### src/mem_defines.svh
`ifndef MEM_DEFINES_SVH
`define MEM_DEFINES_SVH

// byte address width
`define MEM_ADDR_W 32

// sram word, one doubleword
`define MEM_DATA_W 64

// one strobe bit per byte lane
`define MEM_STRB_W (`MEM_DATA_W / 8)

// byte offset bits inside a word
`define MEM_OFFS_W 3

// instruction width, half a word
`define MEM_INST_W 32

// 256 words, 2 KiB
`define MEM_DEPTH_LOG2 8

// first fetch address after reset
`define MEM_RESET_PC 32'h0000_0100

`endif

### src/mem_pkg.sv
`include "mem_defines.svh"

package mem_pkg;

	// plain vectors for the widths that carry a meaning
	typedef logic [`MEM_ADDR_W-1:0] addr_t;
	typedef logic [`MEM_DATA_W-1:0] word_t;
	typedef logic [`MEM_INST_W-1:0] inst_t;
	typedef logic [`MEM_STRB_W-1:0] strb_t;

	// access size, log2 of the byte count
	typedef enum logic [1:0] {
		size_b = 2'd0,
		size_h = 2'd1,
		size_w = 2'd2,
		size_d = 2'd3
	} mem_size_e;

	// who owns the sram channels
	typedef enum logic [1:0] {arb_idle, arb_ifu_busy, arb_lsu_busy} arb_state_e;

	// fetch sequencing
	typedef enum logic [1:0] {fetch_idle, fetch_req, fetch_wait, fetch_hold} fetch_state_e;

	// load/store sequencing
	typedef enum logic [1:0] {lsu_idle, lsu_req, lsu_wait, lsu_done} lsu_state_e;

endpackage

### src/fetch_unit.sv
`timescale 1ns/1ns
`include "mem_defines.svh"

module fetch_unit (
	input  logic           clk,
	input  logic           rst,
	input  logic           fetch_en,
	input  logic           redirect_valid,
	input  mem_pkg::addr_t redirect_pc,
	// memory side
	output logic           arvalid,
	output mem_pkg::addr_t araddr,
	input  logic           arready,
	input  logic           rvalid,
	input  mem_pkg::word_t rdata,
	output logic           rready,
	// instruction out
	output logic           inst_valid,
	output mem_pkg::addr_t inst_pc,
	output mem_pkg::inst_t inst,
	input  logic           inst_ready
);
	import mem_pkg::*;

	fetch_state_e state_q;
	addr_t pc_q;
	inst_t inst_q;
	// redirect seen while a request was in flight
	logic redir_q;
	addr_t redir_pc_q;
	logic redir_now;
	addr_t redir_tgt;
	fetch_state_e resume;

	// a live redirect beats a recorded one
	assign redir_now = redirect_valid | redir_q;
	assign redir_tgt = redirect_valid ? redirect_pc : redir_pc_q;
	assign resume = fetch_en ? fetch_req : fetch_idle;

	assign arvalid = (state_q == fetch_req);
	assign araddr = pc_q;
	assign rready = (state_q == fetch_wait);
	assign inst_valid = (state_q == fetch_hold);
	assign inst_pc = pc_q;
	assign inst = inst_q;

	always_ff @(posedge clk) begin
		if (rst) begin
			state_q <= fetch_idle;
			pc_q <= `MEM_RESET_PC;
			redir_q <= 1'b0;
		end else begin
			case (state_q)
				fetch_idle: begin
					// nothing outstanding, redirect applies at once
					if (redir_now) begin
						pc_q <= redir_tgt;
						redir_q <= 1'b0;
					end
					state_q <= resume;
				end
				fetch_req: begin
					// request must stay stable, just note the redirect
					if (redirect_valid) begin
						redir_q <= 1'b1;
						redir_pc_q <= redirect_pc;
					end
					if (arready) begin
						state_q <= fetch_wait;
					end
				end
				fetch_wait: begin
					if (rvalid && redir_now) begin
						// stale response, drop it
						pc_q <= redir_tgt;
						redir_q <= 1'b0;
						state_q <= resume;
					end else if (rvalid) begin
						state_q <= fetch_hold;
					end else if (redirect_valid) begin
						redir_q <= 1'b1;
						redir_pc_q <= redirect_pc;
					end
				end
				fetch_hold: begin
					// flush the held instruction on redirect
					if (redir_now) begin
						pc_q <= redir_tgt;
						redir_q <= 1'b0;
						state_q <= resume;
					end else if (inst_ready) begin
						pc_q <= pc_q + addr_t'(4);
						state_q <= resume;
					end
				end
				default: state_q <= fetch_idle;
			endcase
		end
	end

	// pc bit 2 picks the upper half
	always_ff @(posedge clk) begin
		if (state_q == fetch_wait && rvalid) begin
			inst_q <= pc_q[2] ? rdata[`MEM_INST_W +: `MEM_INST_W] : rdata[`MEM_INST_W-1:0];
		end
	end

endmodule

### config.mk
export PLATFORM = sky130hd
export DESIGN_NAME = fetch_unit
export DESIGN_NICKNAME = d
export VERILOG_FILES = /design/src/mem_pkg.sv /design/src/fetch_unit.sv
export VERILOG_INCLUDE_DIRS = /design/src
export SDC_FILE = /design/constraint.sdc
export NUM_CORES = 1
export LEC_CHECK = 0
export BUFFER_PORTS_ARGS = -buffer_cell sky130_fd_sc_hd__buf_2
export CORE_UTILIZATION = 45
export DETAILED_ROUTE_END_ITERATION = 12
export GPL_TIMING_DRIVEN = 0
export PLACE_DENSITY = 0.74
export SYNTH_ARGS = -nofsm -noshare
export SYNTH_HDL_FRONTEND = slang
export SYNTH_SLANG_ARGS = --single-unit
### constraint.sdc
create_clock -name clk -period 6.6 [get_ports clk]
set_input_delay 0.33 -clock clk [delete_from_list [all_inputs] [get_ports clk]]
set_output_delay 0.33 -clock clk [all_outputs]
set_load 0.05 [all_outputs]
==> flow_summary.toml <==
[timing]
rsz0062_at_grt = "no"
worst_clock_skew_ps = 8.88
finalCriticalPeriod_ps = 2590
slew_viol_final = 0
setup_violations = 0
post-route-period-util_pct = 39.2
finalHoldViolCount = 0
whs_ps = 286
slew_headroom_pct = 40.1
finalSetupTns_ps = 0
fmaxAchievable_mhz = 386
tightest_slew_ps = 894

[detailed_routing]
met2_length_um = 8010
met1_length_um = 6490
route.detailed.drc = 0
vias_per_cell = 5.55
routed.top_layer = "met4"
wl_met3_um = 1130
vias = 4698
drt_iter0_drc = 295
antenna_left = 0
drt-total-wl_um = 16000
first_pass_iters = 5
wire_per_inst_um = 18.9

[clock_network]
clock_latency_ps = 340
postCtsSetupRepairBufs = 0
cts_tree = "yes"
ctsResizeCount = 0
cts_buffers = 9
cts.sinks = 99
root_buffer = "clkbuf_16"
path_clk_slew_ps = 70
cts-htree-levels = 3
hold_buffers = 0
cts_buffer_depth = 2

[synth]
yosys.area_share.simple_pct = 14.8
ys_ff_latch = 99
synthesis.area_sq_um = 5250
synth_compound_area_share_pct = 11.5
syn-instance-count = 485
synth_flop_cell = "edfxtp_1"
yosys_warnings = 0
synthArstFlopShare_pct = 0
synth_area_leader_cell = "edfxtp_1"
avgSynthCellArea_sq_um = 10.8
synth_edf_count = 64
synth_top_family_by_area = "multiplexers"
syn_nets = 593
synth_top_area_share_pct = 36.6
synthMuxAreaShare_pct = 14.9
synth.distinct_cells = 54
synthTopCellsByArea = "edfxtp_1 (37%), mux2_2 (14%), dfxtp_1 (13%), buf_4 (4.7%), a21oi_1 (2.8%)"
synth-xor-area-share_pct = 0
yosysSeqAreaShare_pct = 49.9
synth-adder-area-share_pct = 1.19

[worst_setup_path]
crit_fanout = 33
rr_worst_depth = 5
rrSetupSlack_ps = 4010
critPathMaxStageDelay_ps = 780
crit_type = "register to register"
r2r_start = "state_q[0]$_SDFFE_PP0P_"
worstPathArrival_ps = 2630
cpMaxStageDelayCell = "nor3_2"
crit_chain = "inv_1 > ha_1 > and2_2 > nor3_2 > buf_6"
cp-start-kind = "register"
cp.required_ps = 6640
rr_endpoint = "redir_pc_q[21]$_DFFE_PP_"
critPathCaptureType = "register"

[power]
finalPower_mw = 1.88
p_per_area_nw_per_um2 = 277
vdd_ir_drop_max_mv = 0.134
p_leak_nw = 2.85

[global_route]
grt_start_max_net_pins = 34
grt_first_pass_wirelength_um = 23300
grt_remaining_overflow = 0
first_global_vias = 4247
antenna_found_initial = 0
grt_usage_pct = 26.2

[cells_and_area]
syn2layout_area_growth_pct = 29.1
n_antenna_cell = 0
fin_cells = 846
drive_above_1_share_pct = 47.4
final_common_cell = "buf_2"
final_cell_mix = "buf_2 (209), mux2_2 (65), edfxtp_1 (64)"
fin_nets = 806

[die]
die_x_um = 110
core-area_sq_um = 11400
pin_count = 202
initial_utilization_pct = 46.0
rows = 39
die_h_um = 110
die_area_sq_um = 12100

[placement]
dpl.cell_count = 830
portBuffers = 200
dp.final_hpwl_um = 12100
place_congestion = 0.889

[flow_run]
maxCapViolCount = 0

[worst_hold_path]
holdPathStages = 2
min_to = "inst[28]$_DFFE_PN_"
min-delay-start = "rdata[60]"
hold_path_class = "primary input to register"

[status]
status = "finished, final reports clean"
[routing by layer]
layer	global-route usage, %	up-vias
met5	0	-
met4	9.24	0
met3	4.06	29
met2	45.9	251
met1	32.8	2204
li1	-	2214
[critical path, delay by kind of cell, from the launching register on]
| kind | cells | cell delay, ps |
|---|---|---|
| DFF | 1 | 380 |
| and+or+nand+nor | 2 | 1260 |
| adders and majority gates | 1 | 300 |
| buffers and inverters | 2 | 350 |
[power breakdown]
| group | switching [mW] | internal [mW] | leakage (nW) |
|---|---|---|---|
| clock | 0.233 | 0.333 | 0.157 |
| sequential | 0.0580 | 0.713 | 0.870 |
| combinational | 0.362 | 0.181 | 1.82 |
[flip-flops by register name (all words and copies together) (netlist names)]
| register | count |
|---|---|
| araddr | 32 |
| redir_pc_q | 32 |
| redir_q | 1 |
| state_q | 2 |
| inst | 32 |
[cell families (layout without fill, tap and decap cells)]
group,Yosys count,after routing
buffers and inverters,72,290
multiplexers,70,70
adder cells (fa/ha/maj),5,5
AND/OR/NAND/NOR,144,144
flip-flops,99,99
AO/OA/AOI/OAI,95,95
[metrics by stage]
step                worst slack, ps  instance area (sq um)  utilization (%)
floorplan                      2300                   5250                -
global placement               1260                   6430             56.3
detailed placement             3630                   6460             56.6
CTS                            3630                   6780             59.4
global route                   3810                   6780             59.4
finish                         4010                   6780             59.4
[worst max path at each step]
| stage | start | to | slack (ps) | cells past startpoint |
|---|---|---|---|---|
| final | state_q[0]$_SDFFE_PP0P_ | redir_pc_q[21]$_DFFE_PP_ | 4010 | 5 |
| after global routing | state_q[0]$_SDFFE_PP0P_ | redir_pc_q[21]$_DFFE_PP_ | 3810 | 5 |
| after CTS | state_q[0]$_SDFFE_PP0P_ | redir_pc_q[21]$_DFFE_PP_ | 3630 | 5 |
| after detailed placement | state_q[0]$_SDFFE_PP0P_ | redir_pc_q[9]$_DFFE_PP_ | 3630 | 5 |
| after global placement | state_q[0]$_SDFFE_PP0P_ | redir_pc_q[9]$_DFFE_PP_ | 1260 | 4 |
| after floorplan | state_q[0]$_SDFFE_PP0P_ | redir_pc_q[0]$_DFFE_PP_ | 2300 | 4 |
[layout make-up]
class | count | area [sq um]
buffer | 60 | 360
clock buffer | 10 | 229
clock inverter | 6 | 87.6
fill | 1027 | 4640
inverter | 12 | 45.0
multi-input combinational | 314 | 2230
sequential | 99 | 2620
tap | 143 | 179
timing repair buffer | 202 | 1030
[cell usage after synthesis (6+ instances only)]
cell      instances
nand3_1          19
and3_1           11
nor3_1           13
dfxtp_1          35
a31oi_1          11
a21oi_1          29
o21ai_0          21
buf_2             9
inv_1            12
nand4_1          10
nor2_1           26
and2_1            6
clkbuf_1         14
nand2_1          27
edfxtp_1         64
buf_4            33
mux2_2           65
Power figures use the tool's default switching activity.
