[config.mk]
export PLATFORM = sky130hd
export DESIGN_NAME = mem_arbiter
export DESIGN_NICKNAME = d
export VERILOG_FILES = /design/src/mem_pkg.sv /design/src/mem_arbiter.sv
export VERILOG_INCLUDE_DIRS = /design/src
export SDC_FILE = /design/constraint.sdc
export NUM_CORES = 1
export LEC_CHECK = 0
export ABC_AREA = 1
export BUFFER_PORTS_ARGS = -buffer_cell sky130_fd_sc_hd__buf_2
export CORE_AREA = 4 4 202 204
export CTS_CLUSTER_SIZE = 10
export DETAILED_ROUTE_END_ITERATION = 10
export DIE_AREA = 0 0 206 208
export PLACE_DENSITY = 0.38
export SLEW_MARGIN = 0
export SYNTH_ARGS = -nofsm -noshare
export SYNTH_HDL_FRONTEND = slang
export SYNTH_SLANG_ARGS = --single-unit
export TNS_END_PERCENT = 10
[constraint.sdc]
create_clock -name clk -period 2.8 [get_ports clk]
set_input_delay 0 -clock clk [delete_from_list [all_inputs] [get_ports clk]]
set_output_delay 0 -clock clk [all_outputs]
set_load 0.03 [all_outputs]
[src/mem_defines.svh]
`ifndef MEM_DEFINES_SVH
`define MEM_DEFINES_SVH

// byte address width
`define MEM_ADDR_W 32

// sram word, one doubleword
`define MEM_DATA_W 64

// one strobe bit per byte lane
`define MEM_STRB_W (`MEM_DATA_W / 8)

// byte offset bits inside a word
`define MEM_OFFS_W 3

// instruction width, half a word
`define MEM_INST_W 32

// 256 words, 2 KiB
`define MEM_DEPTH_LOG2 8

// first fetch address after reset
`define MEM_RESET_PC 32'h0000_0100

`endif

[src/mem_pkg.sv]
`include "mem_defines.svh"

package mem_pkg;

	// plain vectors for the widths that carry a meaning
	typedef logic [`MEM_ADDR_W-1:0] addr_t;
	typedef logic [`MEM_DATA_W-1:0] word_t;
	typedef logic [`MEM_INST_W-1:0] inst_t;
	typedef logic [`MEM_STRB_W-1:0] strb_t;

	// access size, log2 of the byte count
	typedef enum logic [1:0] {
		size_b = 2'd0,
		size_h = 2'd1,
		size_w = 2'd2,
		size_d = 2'd3
	} mem_size_e;

	// who owns the sram channels
	typedef enum logic [1:0] {arb_idle, arb_ifu_busy, arb_lsu_busy} arb_state_e;

	// fetch sequencing
	typedef enum logic [1:0] {fetch_idle, fetch_req, fetch_wait, fetch_hold} fetch_state_e;

	// load/store sequencing
	typedef enum logic [1:0] {lsu_idle, lsu_req, lsu_wait, lsu_done} lsu_state_e;

endpackage

[src/mem_arbiter.sv]
`timescale 1ns/1ns
`include "mem_defines.svh"

module mem_arbiter (
	input  logic           clk,
	input  logic           rst,
	// fetch unit side
	input  logic           ifu_arvalid,
	input  mem_pkg::addr_t ifu_araddr,
	output logic           ifu_arready,
	output logic           ifu_rvalid,
	output mem_pkg::word_t ifu_rdata,
	input  logic           ifu_rready,
	// load/store unit side
	input  logic           lsu_arvalid,
	input  mem_pkg::addr_t lsu_araddr,
	output logic           lsu_arready,
	input  logic           lsu_awvalid,
	input  mem_pkg::addr_t lsu_awaddr,
	input  mem_pkg::word_t lsu_wdata,
	input  mem_pkg::strb_t lsu_wstrb,
	output logic           lsu_awready,
	output logic           lsu_rvalid,
	output mem_pkg::word_t lsu_rdata,
	input  logic           lsu_rready,
	output logic           lsu_bvalid,
	input  logic           lsu_bready,
	// sram side
	output logic           s_arvalid,
	output mem_pkg::addr_t s_araddr,
	input  logic           s_arready,
	input  logic           s_rvalid,
	input  mem_pkg::word_t s_rdata,
	output logic           s_rready,
	output logic           s_awvalid,
	output mem_pkg::addr_t s_awaddr,
	output mem_pkg::word_t s_wdata,
	output mem_pkg::strb_t s_wstrb,
	input  logic           s_awready,
	input  logic           s_bvalid,
	output logic           s_bready
);
	import mem_pkg::*;

	arb_state_e state_q;
	arb_state_e state_d;
	// set when the lsu was granted last
	logic last_lsu_q;
	logic ifu_want;
	logic lsu_want;
	logic gnt_ifu;
	logic gnt_lsu;
	logic addr_fire;
	logic resp_fire;

	assign ifu_want = ifu_arvalid;
	assign lsu_want = lsu_arvalid | lsu_awvalid;

	// grant decode, combinational in idle
	always_comb begin
		gnt_ifu = 1'b0;
		gnt_lsu = 1'b0;
		case (state_q)
			arb_idle: begin
				if (ifu_want && lsu_want) begin
					// both asking, serve the other one
					gnt_ifu = last_lsu_q;
					gnt_lsu = ~last_lsu_q;
				end else begin
					gnt_ifu = ifu_want;
					gnt_lsu = lsu_want;
				end
			end
			arb_ifu_busy: gnt_ifu = 1'b1;
			arb_lsu_busy: gnt_lsu = 1'b1;
			default: ;
		endcase
	end

	// request mux toward the sram
	assign s_arvalid = gnt_ifu ? ifu_arvalid : (gnt_lsu & lsu_arvalid);
	assign s_araddr  = gnt_lsu ? lsu_araddr : ifu_araddr;
	// only the lsu writes
	assign s_awvalid = gnt_lsu & lsu_awvalid;
	assign s_awaddr  = lsu_awaddr;
	assign s_wdata   = lsu_wdata;
	assign s_wstrb   = lsu_wstrb;
	assign s_rready  = gnt_ifu ? ifu_rready : (gnt_lsu & lsu_rready);
	assign s_bready  = gnt_lsu & lsu_bready;

	// responses and readies back to the winner, loser sees zeros
	assign ifu_arready = gnt_ifu & s_arready;
	assign ifu_rvalid  = gnt_ifu & s_rvalid;
	assign ifu_rdata   = s_rdata;
	assign lsu_arready = gnt_lsu & s_arready;
	assign lsu_awready = gnt_lsu & s_awready;
	assign lsu_rvalid  = gnt_lsu & s_rvalid;
	assign lsu_bvalid  = gnt_lsu & s_bvalid;
	assign lsu_rdata   = s_rdata;

	assign addr_fire = (s_arvalid & s_arready) | (s_awvalid & s_awready);
	assign resp_fire = (s_rvalid & s_rready) | (s_bvalid & s_bready);

	// ownership held from address transfer to response transfer
	always_comb begin
		state_d = state_q;
		case (state_q)
			arb_idle: begin
				if (addr_fire) begin
					state_d = gnt_lsu ? arb_lsu_busy : arb_ifu_busy;
				end
			end
			arb_ifu_busy, arb_lsu_busy: begin
				if (resp_fire) begin
					state_d = arb_idle;
				end
			end
			default: state_d = arb_idle;
		endcase
	end

	always_ff @(posedge clk) begin
		if (rst) begin
			state_q <= arb_idle;
			last_lsu_q <= 1'b0;
		end else begin
			state_q <= state_d;
			// remember the winner for round robin
			if (state_q == arb_idle && addr_fire) begin
				last_lsu_q <= gnt_lsu;
			end
		end
	end

endmodule

==> impl_results.md <==
- Status: finished, final reports clean
- Pleak: 0.00104 uW
- Die width: 206 um
- Hold Path Depth: 0
- Crit path top cell by count: nand2_1
- Sink Count: 3
- Clk buf depth: 2
- Synth Flop Type: dfxtp_1
- Initial Util: 0.0641
- Clk root buf: clkbuf_16
- Post-synth cell types: 20
- Cts hold-fix bufs: 1
- Total wire length: 9450 um
- Main combinational cell family by area after synthesis: buffers and inverters
- Chip height: 208 um
- Post-layout min period: 2030 ps
- Avg Cell Area, Syn: 6.27 um^2
- Post-synthesis mux area share: 0
- Crit path DAT: 2030 ps
- Final worst-path cycle share: 0.725
- PnR worst setup slack: 771 ps
- RSZ-0062 raised after global routing: false
- Slowest CP cell: buf_4
- Cts bufs inserted: 3
- Final Hold Viols: 0
- Seq/Total Area, Yosys: 0.0239
- R2R Path Start: state_q[0]
- Clock power share: 0.093
- Via count: 1772
- Syn Std Cell Area: 2520 um^2
- Yosys warning count: 0
- Top cells by area, synth: buf_4 (69%), nand2_1 (17%), dfxtp_1 (2.4%)
- Post-CTS Resized: 0
- Num rows: 73
- Synth Area in Simple Gates: 0.217
- Largest net degree at the start of global routing: 36
- Share of post-route cells with drive strength above 1: 0.465
- Max Clock Skew: 2.86 ps
- Hpwl dp: 7950 um
- Met1 GRT Util: 0.0289
- Buf/Inv on CP: 3
- Adder-Cell Fraction of Synth Area: 0.0149
- Critical path class: reg -> out
- Area share of the largest cell type after synthesis: 0.692
- Setup crit end kind: primary output
- Non-Filler Instances: 811
- Upper clock frequency limit: 493 MHz
- Psw: 1650 uW
- Cell internal pwr: 828 uW
- R2R Path End: state_q[1]
- CORE AREA: 39300 um^2
- Vias in the first global route: 1896
- Final setup vio count: 0
- Register-to-Register Path Depth: 12
- ANT nets after route: 0
- GRT met3 Usage: 0.0209
- Placed Cells: 806
- # DRC: 0
- PortBufs: 117
- WP depth: 9
- First DRT Iteration DRCs: 67
- Utilization after layout: 0.0535
- Ports: 518
- Sequential power share: 0.029
- Combinational share of power: 0.878
- Worst-margin pin slew: 486 ps
- Post-Route Setup TNS: 0 ps
- N_diodes: 0
- CTS tree: yes
- Post-CTS setup buffer count: 0
- Total of max-cap violations: 0
- Post-synth top area cell: buf_4
- Post-Synth XOR/XNOR Area: 0
- Delay-heaviest family, CP: buffers and inverters
- Post-synthesis compound-gate area fraction: 0.0124
- Switching Share: 0.666
- GRT Util Overall: 0.0402
- R2R setup slack: 800 ps
- Global-route wire length before repair: 12400 um
- Met2 Use GR: 0.0634
- Grt peak-use layer: met2
- Post-synth ARST share: 0
- Hold endpoint: s_wdata[33]
- Die ar.: 42800 um^2
- Pre-CTS setup slack: 721 ps
- Clock transition at path regs: 30 ps
- Maximum VDD drop: 0.330 mV
- Pre-Repair DR Iteration Count: 4
- Antenna violations before repair: 0
- Final Max Tran Viols: 0
- H-tree Lvls: 1
- Most frequent cell after synthesis: buf_4
- Cells after Synth: 401
- Gr ovfl total: 0
- Later-pin clock latency in the skew report: 230 ps
- Pwr/cell area: 1180 nW/um^2
- Commonest cells in the netlist: buf_4 (232), nand2_1 (114), inv_1 (14), nor2_1 (7)
- RePlAce Congestion: 0.592
- Critical-path maximum fanout: 35
- Crit-path cells: inv_1 > ha_1 > nand3_2 > nand2_4 > buf_4 > nand2_1 > nand2_1 > and2_1 > buf_2
- Total Nets Final: 534
- #FFs+latches synth: 3
- CP required: 2800 ps
- Worst slew margin: 0.676
- Hold crit path type: in -> out
- Routed WL per cell: 11.7 um
- Synth Net Count: 648
- CP startpoint kind: register
- Hold_sp: lsu_wdata[33]
- Slowest stage delay, CP: 410 ps
- Number of flops mapped to enable cells by yosys: 0
- Area growth, synth to finish: -16.5%
- Via/cell ratio: 2.18
==> kinds of logic (layout without fill, tap and decap cells) <==
logic type,after synthesis,after routing
and+or+nand+nor,133,133
AOI/OAI and AO/OA,5,5
adders and majority gates,3,3
buffers and inverters,257,142
DFF,3,3
==> layout make-up <==
cell class,instances,area (um^2)
well taps,525,657
multi-input cells,141,616
inverters,18,67.6
clock buffers,4,78.8
fillers,4747,37200
flip-flops and latches,3,60.1
repair buffers,120,623
==> cell usage in the layout, fill, tap and decap left out <==
cell           instances
inv_2                  3
nor2_1                 7
nor2_2                 1
buf_2                117
nand2_1              114
clkinv_1               1
a21oi_1                3
nor2_4                 1
nand2_4                2
ha_1                   3
o21bai_1               1
clkbuf_1               1
buf_12                 1
dlygate4sd3_1          1
dfxtp_1                3
nand3_2                2
inv_1                 14
clkbuf_16              3
nand3_1                4
nand2_2                1
o21ai_2                1
and2_1                 1
buf_4                  1
==> metal layers <==
metal | share of wire | vias to the layer above
met5 | 0.0048 | -
met4 | 0.15 | 2
met3 | 0.16 | 147
met2 | 0.44 | 224
met1 | 0.24 | 671
li1 | - | 728
==> metrics by stage <==
step                area (um^2)  hold slack, ps  power, uW
finish                     2100          0.0116       2480
global route               2100          0.0434       2740
CTS                        2100           0.205       2580
detailed placement         2010           0.205       2330
global placement           2010           0.205       2330
floorplan                  2520            69.1       2190
==> worst register-to-register path: stages, from the launching register on <==
cell     delay [ps]
dfxtp_1         310
inv_1            80
ha_1            270
nand3_2         130
nand2_4          70
buf_4           410
nand2_1         120
o21ai_2         150
nand2_1          90
nand3_2          80
nand2_1          70
nand2_1          60
a21oi_1          60
==> state kept, by name, indices dropped and copies added, names as in the netlist <==
register and cells:
last_lsu_q 1, state_q 2
==> worst max path at each step <==
stage                    start            to  slack [ps]
floorplan           state_q[0]    state_q[0]        1080
CTS                 state_q[0]  s_araddr[24]         690
finish              state_q[0]     s_arvalid         770
global placement    state_q[0]    state_q[1]         770
detailed placement  state_q[0]    state_q[1]         720
global route        state_q[0]    last_lsu_q         460
==> power by group through the flow <==
stage               clock [uW]  combinational [uW]  sequential, uW
floorplan                    0                2120            71.2
global placement             0                2250            73.3
detailed placement           0                2260            73.7
CTS                        235                2270            73.4
global route               238                2430            74.5
finish                     230                2180            73.2
Power figures use the tool's default switching activity.
