--- config.mk ---
export PLATFORM = sky130hd
export DESIGN_NAME = lsu
export DESIGN_NICKNAME = d
export VERILOG_FILES = /design/src/mem_pkg.sv /design/src/lsu.sv
export VERILOG_INCLUDE_DIRS = /design/src
export SDC_FILE = /design/constraint.sdc
export NUM_CORES = 1
export LEC_CHECK = 0
export BUFFER_PORTS_ARGS = -buffer_cell sky130_fd_sc_hd__buf_2
export CORE_AREA = 2 2 147 149
export DETAILED_ROUTE_END_ITERATION = 10
export DIE_AREA = 0 0 149 151
export PLACE_DENSITY = 0.69
export SLEW_MARGIN = 15
export SYNTH_ARGS = -nofsm -noshare
export SYNTH_HDL_FRONTEND = slang
export SYNTH_SLANG_ARGS = --single-unit
--- constraint.sdc ---
create_clock -name clk -period 5.96 [get_ports clk]
set_clock_uncertainty 0.05 [all_clocks]
set_input_delay 0.596 -clock clk [delete_from_list [all_inputs] [get_ports clk]]
set_output_delay 0.596 -clock clk [all_outputs]
set_load 0.02 [all_outputs]
--- src/mem_defines.svh ---
`ifndef MEM_DEFINES_SVH
`define MEM_DEFINES_SVH

// byte address width
`define MEM_ADDR_W 32

// sram word, one doubleword
`define MEM_DATA_W 64

// one strobe bit per byte lane
`define MEM_STRB_W (`MEM_DATA_W / 8)

// byte offset bits inside a word
`define MEM_OFFS_W 3

// instruction width, half a word
`define MEM_INST_W 32

// 256 words, 2 KiB
`define MEM_DEPTH_LOG2 8

// first fetch address after reset
`define MEM_RESET_PC 32'h0000_0100

`endif

--- src/mem_pkg.sv ---
`include "mem_defines.svh"

package mem_pkg;

	// plain vectors for the widths that carry a meaning
	typedef logic [`MEM_ADDR_W-1:0] addr_t;
	typedef logic [`MEM_DATA_W-1:0] word_t;
	typedef logic [`MEM_INST_W-1:0] inst_t;
	typedef logic [`MEM_STRB_W-1:0] strb_t;

	// access size, log2 of the byte count
	typedef enum logic [1:0] {
		size_b = 2'd0,
		size_h = 2'd1,
		size_w = 2'd2,
		size_d = 2'd3
	} mem_size_e;

	// who owns the sram channels
	typedef enum logic [1:0] {arb_idle, arb_ifu_busy, arb_lsu_busy} arb_state_e;

	// fetch sequencing
	typedef enum logic [1:0] {fetch_idle, fetch_req, fetch_wait, fetch_hold} fetch_state_e;

	// load/store sequencing
	typedef enum logic [1:0] {lsu_idle, lsu_req, lsu_wait, lsu_done} lsu_state_e;

endpackage

--- src/lsu.sv ---
`timescale 1ns/1ns
`include "mem_defines.svh"

module lsu (
	input  logic              clk,
	input  logic              rst,
	// command port
	input  logic              cmd_valid,
	output logic              cmd_ready,
	input  logic              cmd_write,
	input  mem_pkg::mem_size_e cmd_size,
	input  mem_pkg::addr_t    cmd_addr,
	input  mem_pkg::word_t    cmd_wdata,
	output logic              resp_valid,
	output mem_pkg::word_t    resp_rdata,
	input  logic              resp_ready,
	// memory side
	output logic              arvalid,
	output mem_pkg::addr_t    araddr,
	input  logic              arready,
	input  logic              rvalid,
	input  mem_pkg::word_t    rdata,
	output logic              rready,
	output logic              awvalid,
	output mem_pkg::addr_t    awaddr,
	output mem_pkg::word_t    wdata,
	output mem_pkg::strb_t    wstrb,
	input  logic              awready,
	input  logic              bvalid,
	output logic              bready
);
	import mem_pkg::*;

	lsu_state_e state_q;
	logic write_q;
	mem_size_e size_q;
	addr_t addr_q;
	word_t wdata_q;
	strb_t wstrb_q;
	word_t rdata_q;
	word_t lane_data;
	strb_t base_strb;
	word_t ld_shift;
	word_t ld_data;
	logic [`MEM_OFFS_W-1:0] ld_off;

	// byte offset aligned down to the access size
	function automatic logic [`MEM_OFFS_W-1:0] lane_off(addr_t a, mem_size_e s);
		logic [`MEM_OFFS_W-1:0] keep;
		case (s)
			size_b: keep = 3'b111;
			size_h: keep = 3'b110;
			size_w: keep = 3'b100;
			default: keep = 3'b000;
		endcase
		return a[`MEM_OFFS_W-1:0] & keep;
	endfunction

	// store data copied into every lane, strobe picks the right one
	always_comb begin
		case (cmd_size)
			size_b: begin
				lane_data = {8{cmd_wdata[7:0]}};
				base_strb = 8'h01;
			end
			size_h: begin
				lane_data = {4{cmd_wdata[15:0]}};
				base_strb = 8'h03;
			end
			size_w: begin
				lane_data = {2{cmd_wdata[31:0]}};
				base_strb = 8'h0f;
			end
			default: begin
				lane_data = cmd_wdata;
				base_strb = 8'hff;
			end
		endcase
	end

	// load lane moved to bit 0, then zero-extended
	assign ld_off = lane_off(addr_q, size_q);
	assign ld_shift = rdata >> {ld_off, 3'b000};
	always_comb begin
		case (size_q)
			size_b: ld_data = word_t'(ld_shift[7:0]);
			size_h: ld_data = word_t'(ld_shift[15:0]);
			size_w: ld_data = word_t'(ld_shift[31:0]);
			default: ld_data = ld_shift;
		endcase
	end

	assign cmd_ready = (state_q == lsu_idle);
	assign arvalid = (state_q == lsu_req) & ~write_q;
	assign awvalid = (state_q == lsu_req) & write_q;
	assign araddr = addr_q;
	assign awaddr = addr_q;
	assign wdata = wdata_q;
	assign wstrb = wstrb_q;
	assign rready = (state_q == lsu_wait) & ~write_q;
	assign bready = (state_q == lsu_wait) & write_q;
	assign resp_valid = (state_q == lsu_done);
	assign resp_rdata = rdata_q;

	always_ff @(posedge clk) begin
		if (rst) begin
			state_q <= lsu_idle;
		end else begin
			case (state_q)
				lsu_idle: if (cmd_valid) state_q <= lsu_req;
				lsu_req: if ((arvalid && arready) || (awvalid && awready)) state_q <= lsu_wait;
				lsu_wait: if ((rvalid && rready) || (bvalid && bready)) state_q <= lsu_done;
				lsu_done: if (resp_ready) state_q <= lsu_idle;
				default: state_q <= lsu_idle;
			endcase
		end
	end

	// command capture and response data
	always_ff @(posedge clk) begin
		if (state_q == lsu_idle && cmd_valid) begin
			write_q <= cmd_write;
			size_q <= cmd_size;
			addr_q <= cmd_addr;
			wdata_q <= lane_data;
			wstrb_q <= base_strb << lane_off(cmd_addr, cmd_size);
		end
		if (rvalid && rready) begin
			rdata_q <= ld_data;
		end else if (bvalid && bready) begin
			// stores answer with zero
			rdata_q <= '0;
		end
	end

endmodule

==> flow_summary.yaml, run 1 <==
run_status:
  outcome: "completed"
sta:
  rsz0062_at_grt: "false"
  max_slew.worst_pin.slew_ns: 0.982
  hold_violations: 0
  setup_total_negative_slack_ns: 0
  layout_worst_path_cycle_share_pct: 41.4
  fmaxAchievable_mhz: 405
  finalMaxSlewViolations: 0
  report.final.setup_viol: 0
  slew-limit-headroom_pct: 34.5
  layout_min_cycle_time_ns: 2.47
finish:
  number_of_cells_in_the_finished_layout_apart_from_fillers: 1211
  final_design_area_no_fill_um2: 10800
  share_of_layout_cells_above_drive_strength_1_pct: 51.1
  fin_util_pct: 51.7
  nets: 1095
  syn2layout_area_growth_pct: 29.8
grt:
  groute.usage.overall_pct: 21.4
  grt_start_max_net_pins: 73
  number_of_global_route_vias_before_repair: 6029
  global_route.overflow_total: 0
  grt_antenna_before_repair: 2
  grt_pass1_wl_mm: 35.4
power:
  power.switching_fraction_pct: 35.2
  cell_internal_pwr_w: 0.00255
  worst_ir_drop_vdd_mv: 0.212
  power.density_cell_area_nw_per_um2: 367
  seq_power_share_pct: 43.0
  combinationalPowerShare_pct: 28.6
  leakage_power_summed_over_all_cells_nw: 4.73
  p_clk_share_pct: 28.5
  net_switching_power_w: 0.00139
route:
  vias_after_detailed_routing: 6181
  drt_iter0_markers: 293
  wl_per_cell_um: 20.7
  antenna_violating_nets_post_route: 0
  drt-vias-per-instance: 5.10
  drt_first_pass_iters: 5
  drt-total-wl_mm: 25.1
  remaining_drc_errors: 0
worst_setup_path:
  timing.critical_path.arrival_ns: 2.61
  path_cells: "nand2b_4 > mux2i_1 > mux2i_1 > a22o_1"
  worst_setup_path_startpoint: "size_q[1]"
  critical-path-slowest-cell: "nand2b_4"
  timing.critical_path.slowest_cell_delay_ns: 0.72
  worstPathMaxFanout: 49
  worst_path_most_repeated_cell: "mux2i_1"
  r2r-end: "resp_rdata[4]"
  reg2reg_depth: 4
  worst_setup_path_endpoint: "resp_rdata[4]"
  critical_path.reg2reg.startpoint: "size_q[1]"
  worstSetupEndpointType: "register"
  criticalPathCategory: "register to register"
  critPathLaunchType: "register"
  reg2reg_setup_slack_ns: 3.49
  worstPathRequired_ns: 6.10
placement:
  place.gp.congestion: 0.822
  placed_area_um2: 10100
  dpl.hpwl_mm: 19.1
  port_buffers: 376
  place_inst: 1175
clock_tree:
  clk_path_buf_depth: 2
  postCtsSetupBuffers: 0
  tritoncts: "built"
  cts.root.buffer_cell: "clkbuf_16"
  clock_tree_sinks: 173
  worstSkewPairLatency_ns: 0.42
  cts_repair_resize_count: 0
  postCtsHoldBufs: 0
  h-tree-depth: 4
  cts.clk_slew.worst_paths_ns: 0.08
  cts-buffers-inserted: 17
floorplanning:
  design.die.area_um2: 22500
  num_rows: 53
  die_x_um: 149
  initial_utilization_pct: 39.8
  core_area_um2: 20800
  num_io_pins: 377
  chipHeight_um: 151
synthesis:
  synthMuxAreaShare_pct: 15.8
  post_synth_main_area_contributors: "edfxtp_1, mux2i_1, mux2_2, buf_4, and2_1"
  synth.largest_area_cell: "edfxtp_1"
  synth_top_family_by_area: "multiplexers"
  yosys.cell_count.top_type: "edfxtp_1"
  post_synth_num_cell_types: 35
  mappedNetlistArea_um2: 8290
  synth_common_cells: "edfxtp_1, mux2i_1, mux2_2"
  synth.ff_latch_count: 173
  yosys_warnings: 0
  yosys.area_share.xor_xnor_pct: 0.106
  synth_nets: 761
  synthSimpleGateAreaFrac_pct: 7.38
  synth_compound_gate_area_share_pct: 7.64
  synth-async-reset-ratio_pct: 0
  synth-edff-count: 171
  synth_sequential_area_ratio_pct: 62.4
  syn_avg_cell_area_um2: 14.2
  synth_adder_area_share_pct: 0.755
  main_flop_type_after_synthesis: "edfxtp_1"
  synth_largest_type_area_fraction_pct: 61.9
  synthesis.instances: 585
worst_hold_path:
  timing.hold.worst.class: "input port to register"
flow_run:
  cap_violations: 0
-- routing by layer --
| metal | global-route usage (%) | up-vias | routed length [um] |
|---|---|---|---|
| met1 | 23.7 | 3019 | 8770 |
| met5 | 0 | - | 11 |
| li1 | - | 2839 | - |
| met3 | 5.45 | 21 | 1970 |
| met2 | 40.8 | 300 | 14000 |
| met4 | 5.52 | 2 | 329 |
-- cell families after synthesis --
group           Yosys count
compound gates           87
xor+xnor                  1
fa+ha+maj                 5
buf+inv                  80
flops                   173
mux                     115
simple gates            124
-- final cells by class --
type,count,area (um^2)
antenna,4,10.0
clock buffer,17,425
clock inverter,15,188
fill,1831,10100
inverter,12,45.0
multi-input combinational,332,2640
sequential,173,5170
tap,275,344
timing repair buffer,383,1930
-- critical path: cells and delay by family, from the launching register on --
kind | cells | cell delay (ns)
multiplexers | 2 | 0.66
AND/OR/NAND/NOR | 1 | 0.72
AO/OA/AOI/OAI | 1 | 0.25
flip-flops | 1 | 0.52
-- flip-flops by register name, indices dropped and copies added (netlist names) --
signal / count
wdata: 64
araddr: 32
wstrb: 8
resp_rdata: 64
state_q: 2
size_q: 2
write_q: 1
-- how the worst min path moves through the flow --
stage / start / end / slack, ns / cells past startpoint
2_1_floorplan: state_q[1] / state_q[1] / 0.43 / 2
3_3_place_gp: state_q[1] / state_q[1] / 0.46 / 2
3_5_place_dp: state_q[1] / state_q[1] / 0.47 / 2
4_1_cts: cmd_addr[24] / araddr[24] / 0.27 / 1
5_1_grt: cmd_addr[26] / araddr[26] / 0.26 / 1
6_report: cmd_addr[5] / araddr[5] / 0.28 / 1
-- through the flow --
stage          total power, W  hold slack [ns]  setup slack, ns
6_report              0.00394            0.283             3.49
3_5_place_dp          0.00286            0.470             3.19
2_1_floorplan         0.00251            0.434             2.21
5_1_grt               0.00411            0.260             3.35
3_3_place_gp          0.00285            0.455             3.24
4_1_cts               0.00399            0.267             3.54
-- power groups by stage --
| stage | clock network, W | logic [W] | registers, W |
|---|---|---|---|
| global placement | 0 | 0.00113 | 0.00172 |
| detailed placement | 0 | 0.00114 | 0.00172 |
| global route | 0.00119 | 0.00120 | 0.00172 |
| finish | 0.00112 | 0.00113 | 0.00169 |
| floorplan | 0 | 0.000545 | 0.00196 |
| CTS | 0.00115 | 0.00114 | 0.00170 |
-- layout by cell type (no fill, tap or decap), types with 2 or more instances in the layout --
master and instances:
inv_1 12, a221o_1 2, clkbuf_16 17, ha_1 5, inv_8 3, nor2b_1 11
a22o_1 8, clkinv_4 2, and2_1 28, a2bb2oi_1 8, nor2_1 34, nand2_1 37
edfxtp_1 171, mux2i_1 60, diode_2 4, clkinv_8 6, mux2_2 47, o21ai_0 2
a32o_1 16, buf_2 376, and3_1 3, a211oi_1 16, buf_4 7, dfxtp_1 2
mux4_2 8, nand2b_1 3, inv_6 2, a21oi_1 31
(Power assumes the default switching activity.)
==> inputs of run 2 (changes only) <==
clock period = 2.5 ns   (was 5.96 ns; I/O delays follow)
==> run 2 against run 1 <==
Effect of this change: setup slack worse by 3.2 ns; critical path depth is 1 higher; die area stayed put; routed wire length is 4.7% higher; global-route usage is 1.3 points higher; clock power is 140% higher; largest cell class unchanged; largest power group unchanged; highest routed layer unchanged.
==> flow_summary.yaml, run 2 (same netlist as run 1, synthesis figures left out) <==
floorplanning:
  design.die.area_um2: 22500
  die_x_um: 149
  num_rows: 53
  core_area_um2: 20800
  initial_utilization_pct: 39.8
  num_io_pins: 377
  chipHeight_um: 151
clock_tree:
  clk_path_buf_depth: 2
  cts.clk_slew.worst_paths_ns: 0.08
  tritoncts: "built"
  worstSkewPairLatency_ns: 0.43
  h-tree-depth: 4
  cts.root.buffer_cell: "clkbuf_16"
  cts-buffers-inserted: 17
  clock_tree_sinks: 173
power:
  leakage_power_summed_over_all_cells_nw: 4.96
  power.switching_fraction_pct: 35.3
  worst_ir_drop_vdd_mv: 0.486
  power.density_cell_area_nw_per_um2: 851
  p_clk_share_pct: 28.1
  net_switching_power_w: 0.00338
  p_total_w: 0.00958
  seq_power_share_pct: 42.0
  combinationalPowerShare_pct: 29.9
  cell_internal_pwr_w: 0.00620
sta:
  layout_min_cycle_time_ns: 2.24
  layout_worst_path_cycle_share_pct: 89.8
  max_slew.worst_pin.slew_ns: 1.22
  slew-limit-headroom_pct: 17.9
  post-route-worst-setup-slack_ns: 0.256
  report.final.setup_viol: 0
  fmaxAchievable_mhz: 446
  fin_worst_hold_slack_ns: 0.0198
  finalMaxSlewViolations: 0
  rsz0062_at_grt: "false"
  setup_total_negative_slack_ns: 0
  hold_violations: 0
route:
  remaining_drc_errors: 0
  vias_after_detailed_routing: 6428
  drt_iter0_markers: 306
  drt-total-wl_mm: 26.3
  drt_first_pass_iters: 5
  wl_per_cell_um: 20.9
  antenna_violating_nets_post_route: 0
  drt-vias-per-instance: 5.11
finish:
  commonest_non_fill_non_tap_cell_in_the_layout: "buf_2"
  number_of_cells_in_the_finished_layout_apart_from_fillers: 1258
  syn2layout_area_growth_pct: 35.8
  nets: 1143
  layout_common_cells: "buf_2, edfxtp_1, mux2i_1"
  share_of_layout_cells_above_drive_strength_1_pct: 50.1
worst_setup_path:
  criticalPathCategory: "register to register"
  r2r-end: "resp_rdata[10]"
  reg2reg_depth: 5
  critical_path.reg2reg.startpoint: "size_q[1]"
  reg2reg_setup_slack_ns: 0.26
  timing.critical_path.arrival_ns: 2.31
  worstPathMaxFanout: 18
  critPathLaunchType: "register"
  worstPathRequired_ns: 2.57
  worstSetupEndpointType: "register"
grt:
  global_route.usage.met1_pct: 23.5
  grt_antenna_before_repair: 5
  grt.busiest_layer: "met2"
  grt_pass1_wl_mm: 37.5
  global_route.usage.met2_pct: 43.0
  grt_start_max_net_pins: 46
  global_route_met3_utilization_pct: 6.30
  global_route.overflow_total: 0
  groute.usage.overall_pct: 22.7
  number_of_global_route_vias_before_repair: 6479
worst_hold_path:
  hold_start: "cmd_wdata[7]"
  hold-path-endpoint: "wdata[7]"
  whs_path_depth: 1
  timing.hold.worst.class: "input port to register"
run_status:
  outcome: "completed"
placement:
  port_buffers: 376
  place_inst: 1189
  place.gp.congestion: 0.917
  detailedPlace.worstSlack_ns: 0.168
  dpl.hpwl_mm: 19.9
flow_run:
  cap_violations: 0
## run 2: power groups by stage
stage	sequential, W	clock, W	combinational [W]
floorplan	0.00463	0	0.00131
finish	0.00403	0.00270	0.00286
global route	0.00407	0.00283	0.00305
global placement	0.00408	0	0.00281
detailed placement	0.00409	0	0.00283
CTS	0.00403	0.00272	0.00288
## run 2: repair_timing
action,4_1_cts,5_1_grt
hold buffers,34,0
endpoints found under the setup margin,0,7
gates resized for setup,0,1
endpoints found under the hold margin,34,0
buffers inserted,0,0
## run 2: how the worst max path moves through the flow
| stage | from | endpoint | slack, ns | cells after the start |
|---|---|---|---|---|
| global placement | state_q[0] | resp_rdata[22] | 0.23 | 6 |
| CTS | state_q[0] | resp_rdata[18] | 0.14 | 6 |
| detailed placement | state_q[0] | resp_rdata[18] | 0.17 | 6 |
| finish | size_q[1] | resp_rdata[10] | 0.26 | 5 |
| floorplan | state_q[0] | resp_rdata[0] | 0.30 | 4 |
| global route | size_q[1] | resp_rdata[10] | 0.1 | 5 |
## run 2: per-layer routing
layer	wire [um]	part of all wire, %
met5	28	0.11
met4	801	3.0
met3	2200	8.4
met2	14300	54
met1	8920	34
## run 2: worst max-delay path, stage by stage (launching register included)
cell and delay (ns):
edfxtp_1 0.53, nand2b_4 0.39, buf_4 0.27, mux2i_1 0.25, a2bb2oi_1 0.30, a211oi_1 0.13
## run 2: area by class of cell
type | instances | area [um^2]
clock inverters | 15 | 183
clock buffers | 17 | 425
flip-flops and latches | 173 | 5170
fillers | 1814 | 9560
well taps | 275 | 344
diodes | 3 | 7.51
repair buffers | 431 | 2440
inverters | 12 | 45.0
multi-input cells | 332 | 2640
## run 2: per-stage QoR
stage               instance area [um^2]  util [%]
global placement                   10300      49.5
detailed placement                 10300      49.5
finish                             11300      54.1
global route                       11300      54.1
floorplan                           8290         -
CTS                                11300      54.0
==> inputs of run 3 (changes only) <==
ABC_AREA = 1   (was not set)
PLACE_DENSITY = 0.72   (was 0.69)
==> run 3 against run 2 <==
Effect of this change: the flow now finishes with violations (DRC); register-to-register slack gained 0.07 ns; highest routed layer unchanged; largest cell class unchanged; worst hold slack lost 0.0043 ns; critical path type unchanged; synthesized area grew 6.1%; count of clock-buffer cells in the layout is the same; combinational power grew 15%.
==> flow_summary.yaml, run 3 <==
worst_setup_path:
  critical_path_stages: 7
  worstSetupEndpointType: "register"
  r2r-end: "resp_rdata[3]"
  path_cells: "nor2_4 > buf_4 > nand3b_1 > nand3_1 > o21ai_0 > nor2_1 > nor2_1"
  worstPathMaxFanout: 57
  cp_num_buf_inv: 1
  reg2reg_setup_slack_ns: 0.32
  worst_setup_path_startpoint: "size_q[1]"
  reg2reg_depth: 7
  path_delay_family: "simple AND/OR/NAND/NOR gates"
  worst_path_most_repeated_cell: "nor2_1"
  timing.critical_path.slowest_cell_delay_ns: 0.53
  critPathLaunchType: "register"
  timing.critical_path.arrival_ns: 2.31
  worst_setup_path_endpoint: "resp_rdata[3]"
  worstPathRequired_ns: 2.63
  criticalPathCategory: "register to register"
  critical_path.reg2reg.startpoint: "size_q[1]"
  critical-path-slowest-cell: "edfxtp_1"
route:
  drt-total-wl_mm: 28.3
  wl_per_cell_um: 17.5
  vias_after_detailed_routing: 8250
  drt_first_pass_iters: 10
  remaining_drc_errors: 4
  drt_iter0_markers: 760
  antenna_violating_nets_post_route: 0
  drt-vias-per-instance: 5.10
synthesis:
  synth_adder_area_share_pct: 0.711
  yosys.cell_count.top_type: "nand2_1"
  post_synth_main_area_contributors: "edfxtp_1, nand2_1, nand3_1, inv_1, nor2_1"
  synth-async-reset-ratio_pct: 0
  synth_common_cells: "nand2_1, edfxtp_1, nand3_1"
  synth_top_family_by_area: "simple AND/OR/NAND/NOR gates"
  synth_sequential_area_ratio_pct: 58.8
  main_flop_type_after_synthesis: "edfxtp_1"
  yosys_warnings: 0
  synth.largest_area_cell: "edfxtp_1"
  synth.ff_latch_count: 173
  synth_largest_type_area_fraction_pct: 58.4
  mappedNetlistArea_um2: 8800
  synthSimpleGateAreaFrac_pct: 25.6
  synth_compound_gate_area_share_pct: 4.93
  yosys.area_share.xor_xnor_pct: 0
  synth_nets: 1129
  syn_avg_cell_area_um2: 9.23
  synthesis.instances: 953
  synth-edff-count: 171
  synthMuxAreaShare_pct: 0
  post_synth_num_cell_types: 32
run_status:
  failing_checks: "DRC"
  outcome: "finished with violations"
floorplanning:
  num_rows: 53
  num_io_pins: 377
  core_area_um2: 20800
  design.die.area_um2: 22500
  chipHeight_um: 151
  die_x_um: 149
  initial_utilization_pct: 42.3
finish:
  share_of_layout_cells_above_drive_strength_1_pct: 33.3
  commonest_non_fill_non_tap_cell_in_the_layout: "buf_2"
  nets: 1502
  final_design_area_no_fill_um2: 11800
  layout_common_cells: "buf_2, nand2_1, edfxtp_1"
  syn2layout_area_growth_pct: 33.9
  fin_util_pct: 56.6
sta:
  slew-limit-headroom_pct: 57.6
  layout_min_cycle_time_ns: 2.18
  finalMaxSlewViolations: 0
  post-route-worst-setup-slack_ns: 0.324
  report.final.setup_viol: 0
  hold_violations: 0
  layout_worst_path_cycle_share_pct: 87.1
  rsz0062_at_grt: "false"
  max_slew.worst_pin.slew_ns: 0.636
  fmaxAchievable_mhz: 459
  fin_worst_hold_slack_ns: 0.0155
placement:
  dpl.hpwl_mm: 20.8
  placed_area_um2: 10800
  port_buffers: 376
  detailedPlace.worstSlack_ns: 0.398
  place.gp.congestion: 0.922
power:
  p_total_w: 0.0101
  worst_ir_drop_vdd_mv: 0.502
  leakage_power_summed_over_all_cells_nw: 5.56
  power.density_cell_area_nw_per_um2: 860
clock_tree:
  clock_tree_sinks: 173
  cts.root.buffer_cell: "clkbuf_16"
  cts-buffers-inserted: 17
  cts.clk_slew.worst_paths_ns: 0.08
  clk_path_buf_depth: 2
  worstSkewPairLatency_ns: 0.44
  tritoncts: "built"
  h-tree-depth: 4
  postCtsSetupBuffers: 0
worst_hold_path:
  timing.hold.worst.class: "input port to register"
grt:
  grt_antenna_before_repair: 7
  groute.usage.overall_pct: 24.4
  grt_pass1_wl_mm: 41.5
  grt_start_max_net_pins: 65
  number_of_global_route_vias_before_repair: 7648
  global_route.overflow_total: 0
flow_run:
  cap_violations: 0
## run 3: cell count changes after synthesis, moves of 29 or more
cell     previous run  this run
nand2_1            37       221
nand3_1             1       159
inv_1              12       100
mux2i_1            60         0
nor2_1             34        94
mux2_2             47         0
and2_1             29         0
o21ai_0             3        32
## run 3: kinds of logic (layout without fill, tap and decap cells)
| kind of cell | after synthesis | after routing |
|---|---|---|
| compound gates | 78 | 78 |
| flops | 173 | 173 |
| other cells | 0 | 3 |
| fa+ha+maj | 5 | 5 |
| buf+inv | 185 | 571 |
| simple gates | 512 | 512 |
## run 3: metrics by stage
step                cells  TNS, ns
floorplan             953   -15.55
global placement     1541        0
detailed placement   1541        0
CTS                  1614        0
global route         1615        0
finish               1617        0
## run 3: power breakdown
part | leakage (nW) | internal, W | switching (W) | total (W)
Combinational | 3.63 | 0.000971 | 0.00233 | 0.00330
Sequential | 1.64 | 0.00390 | 0.000187 | 0.00408
Clock | 0.298 | 0.00137 | 0.00137 | 0.00274
Total | 5.56 | 0.00624 | 0.00389 | 0.0101
## run 3: repair_timing
item	4_1_cts	5_1_grt
hold buffers	41	0
gates resized for setup	0	0
endpoints found under the hold margin	42	0
## run 3: final cells by class
cell class	instances	area [um^2]
Fill cell	1860	9040
Inverter	105	402
Antenna cell	3	7.51
Clock inverter	15	186
Tap cell	275	344
Sequential cell	173	5180
Multi-Input combinational cell	595	2770
Clock buffer	17	425
Timing Repair Buffer	434	2470
## run 3: worst min path at each step
stage / start / end / slack, ns / cells after the start
after CTS: cmd_wdata[7] / wdata[7] / 0.002 / 1
after floorplan: cmd_addr[0] / araddr[0] / 0.30 / 0
after global routing: cmd_wdata[7] / wdata[7] / 0.004 / 1
final: cmd_wdata[7] / wdata[7] / 0.02 / 1
after global placement: cmd_addr[17] / araddr[17] / 0.38 / 1
after detailed placement: cmd_addr[21] / araddr[21] / 0.38 / 1
## run 3: routing by layer
| layer | part of all wire (%) | up-vias | GRT usage, % |
|---|---|---|---|
| li1 | - | 3915 | - |
| met1 | 38 | 3755 | 30.5 |
| met2 | 48 | 512 | 39.7 |
| met3 | 10 | 60 | 6.99 |
| met4 | 3.6 | 8 | 10.9 |
| met5 | 0.19 | - | 0 |
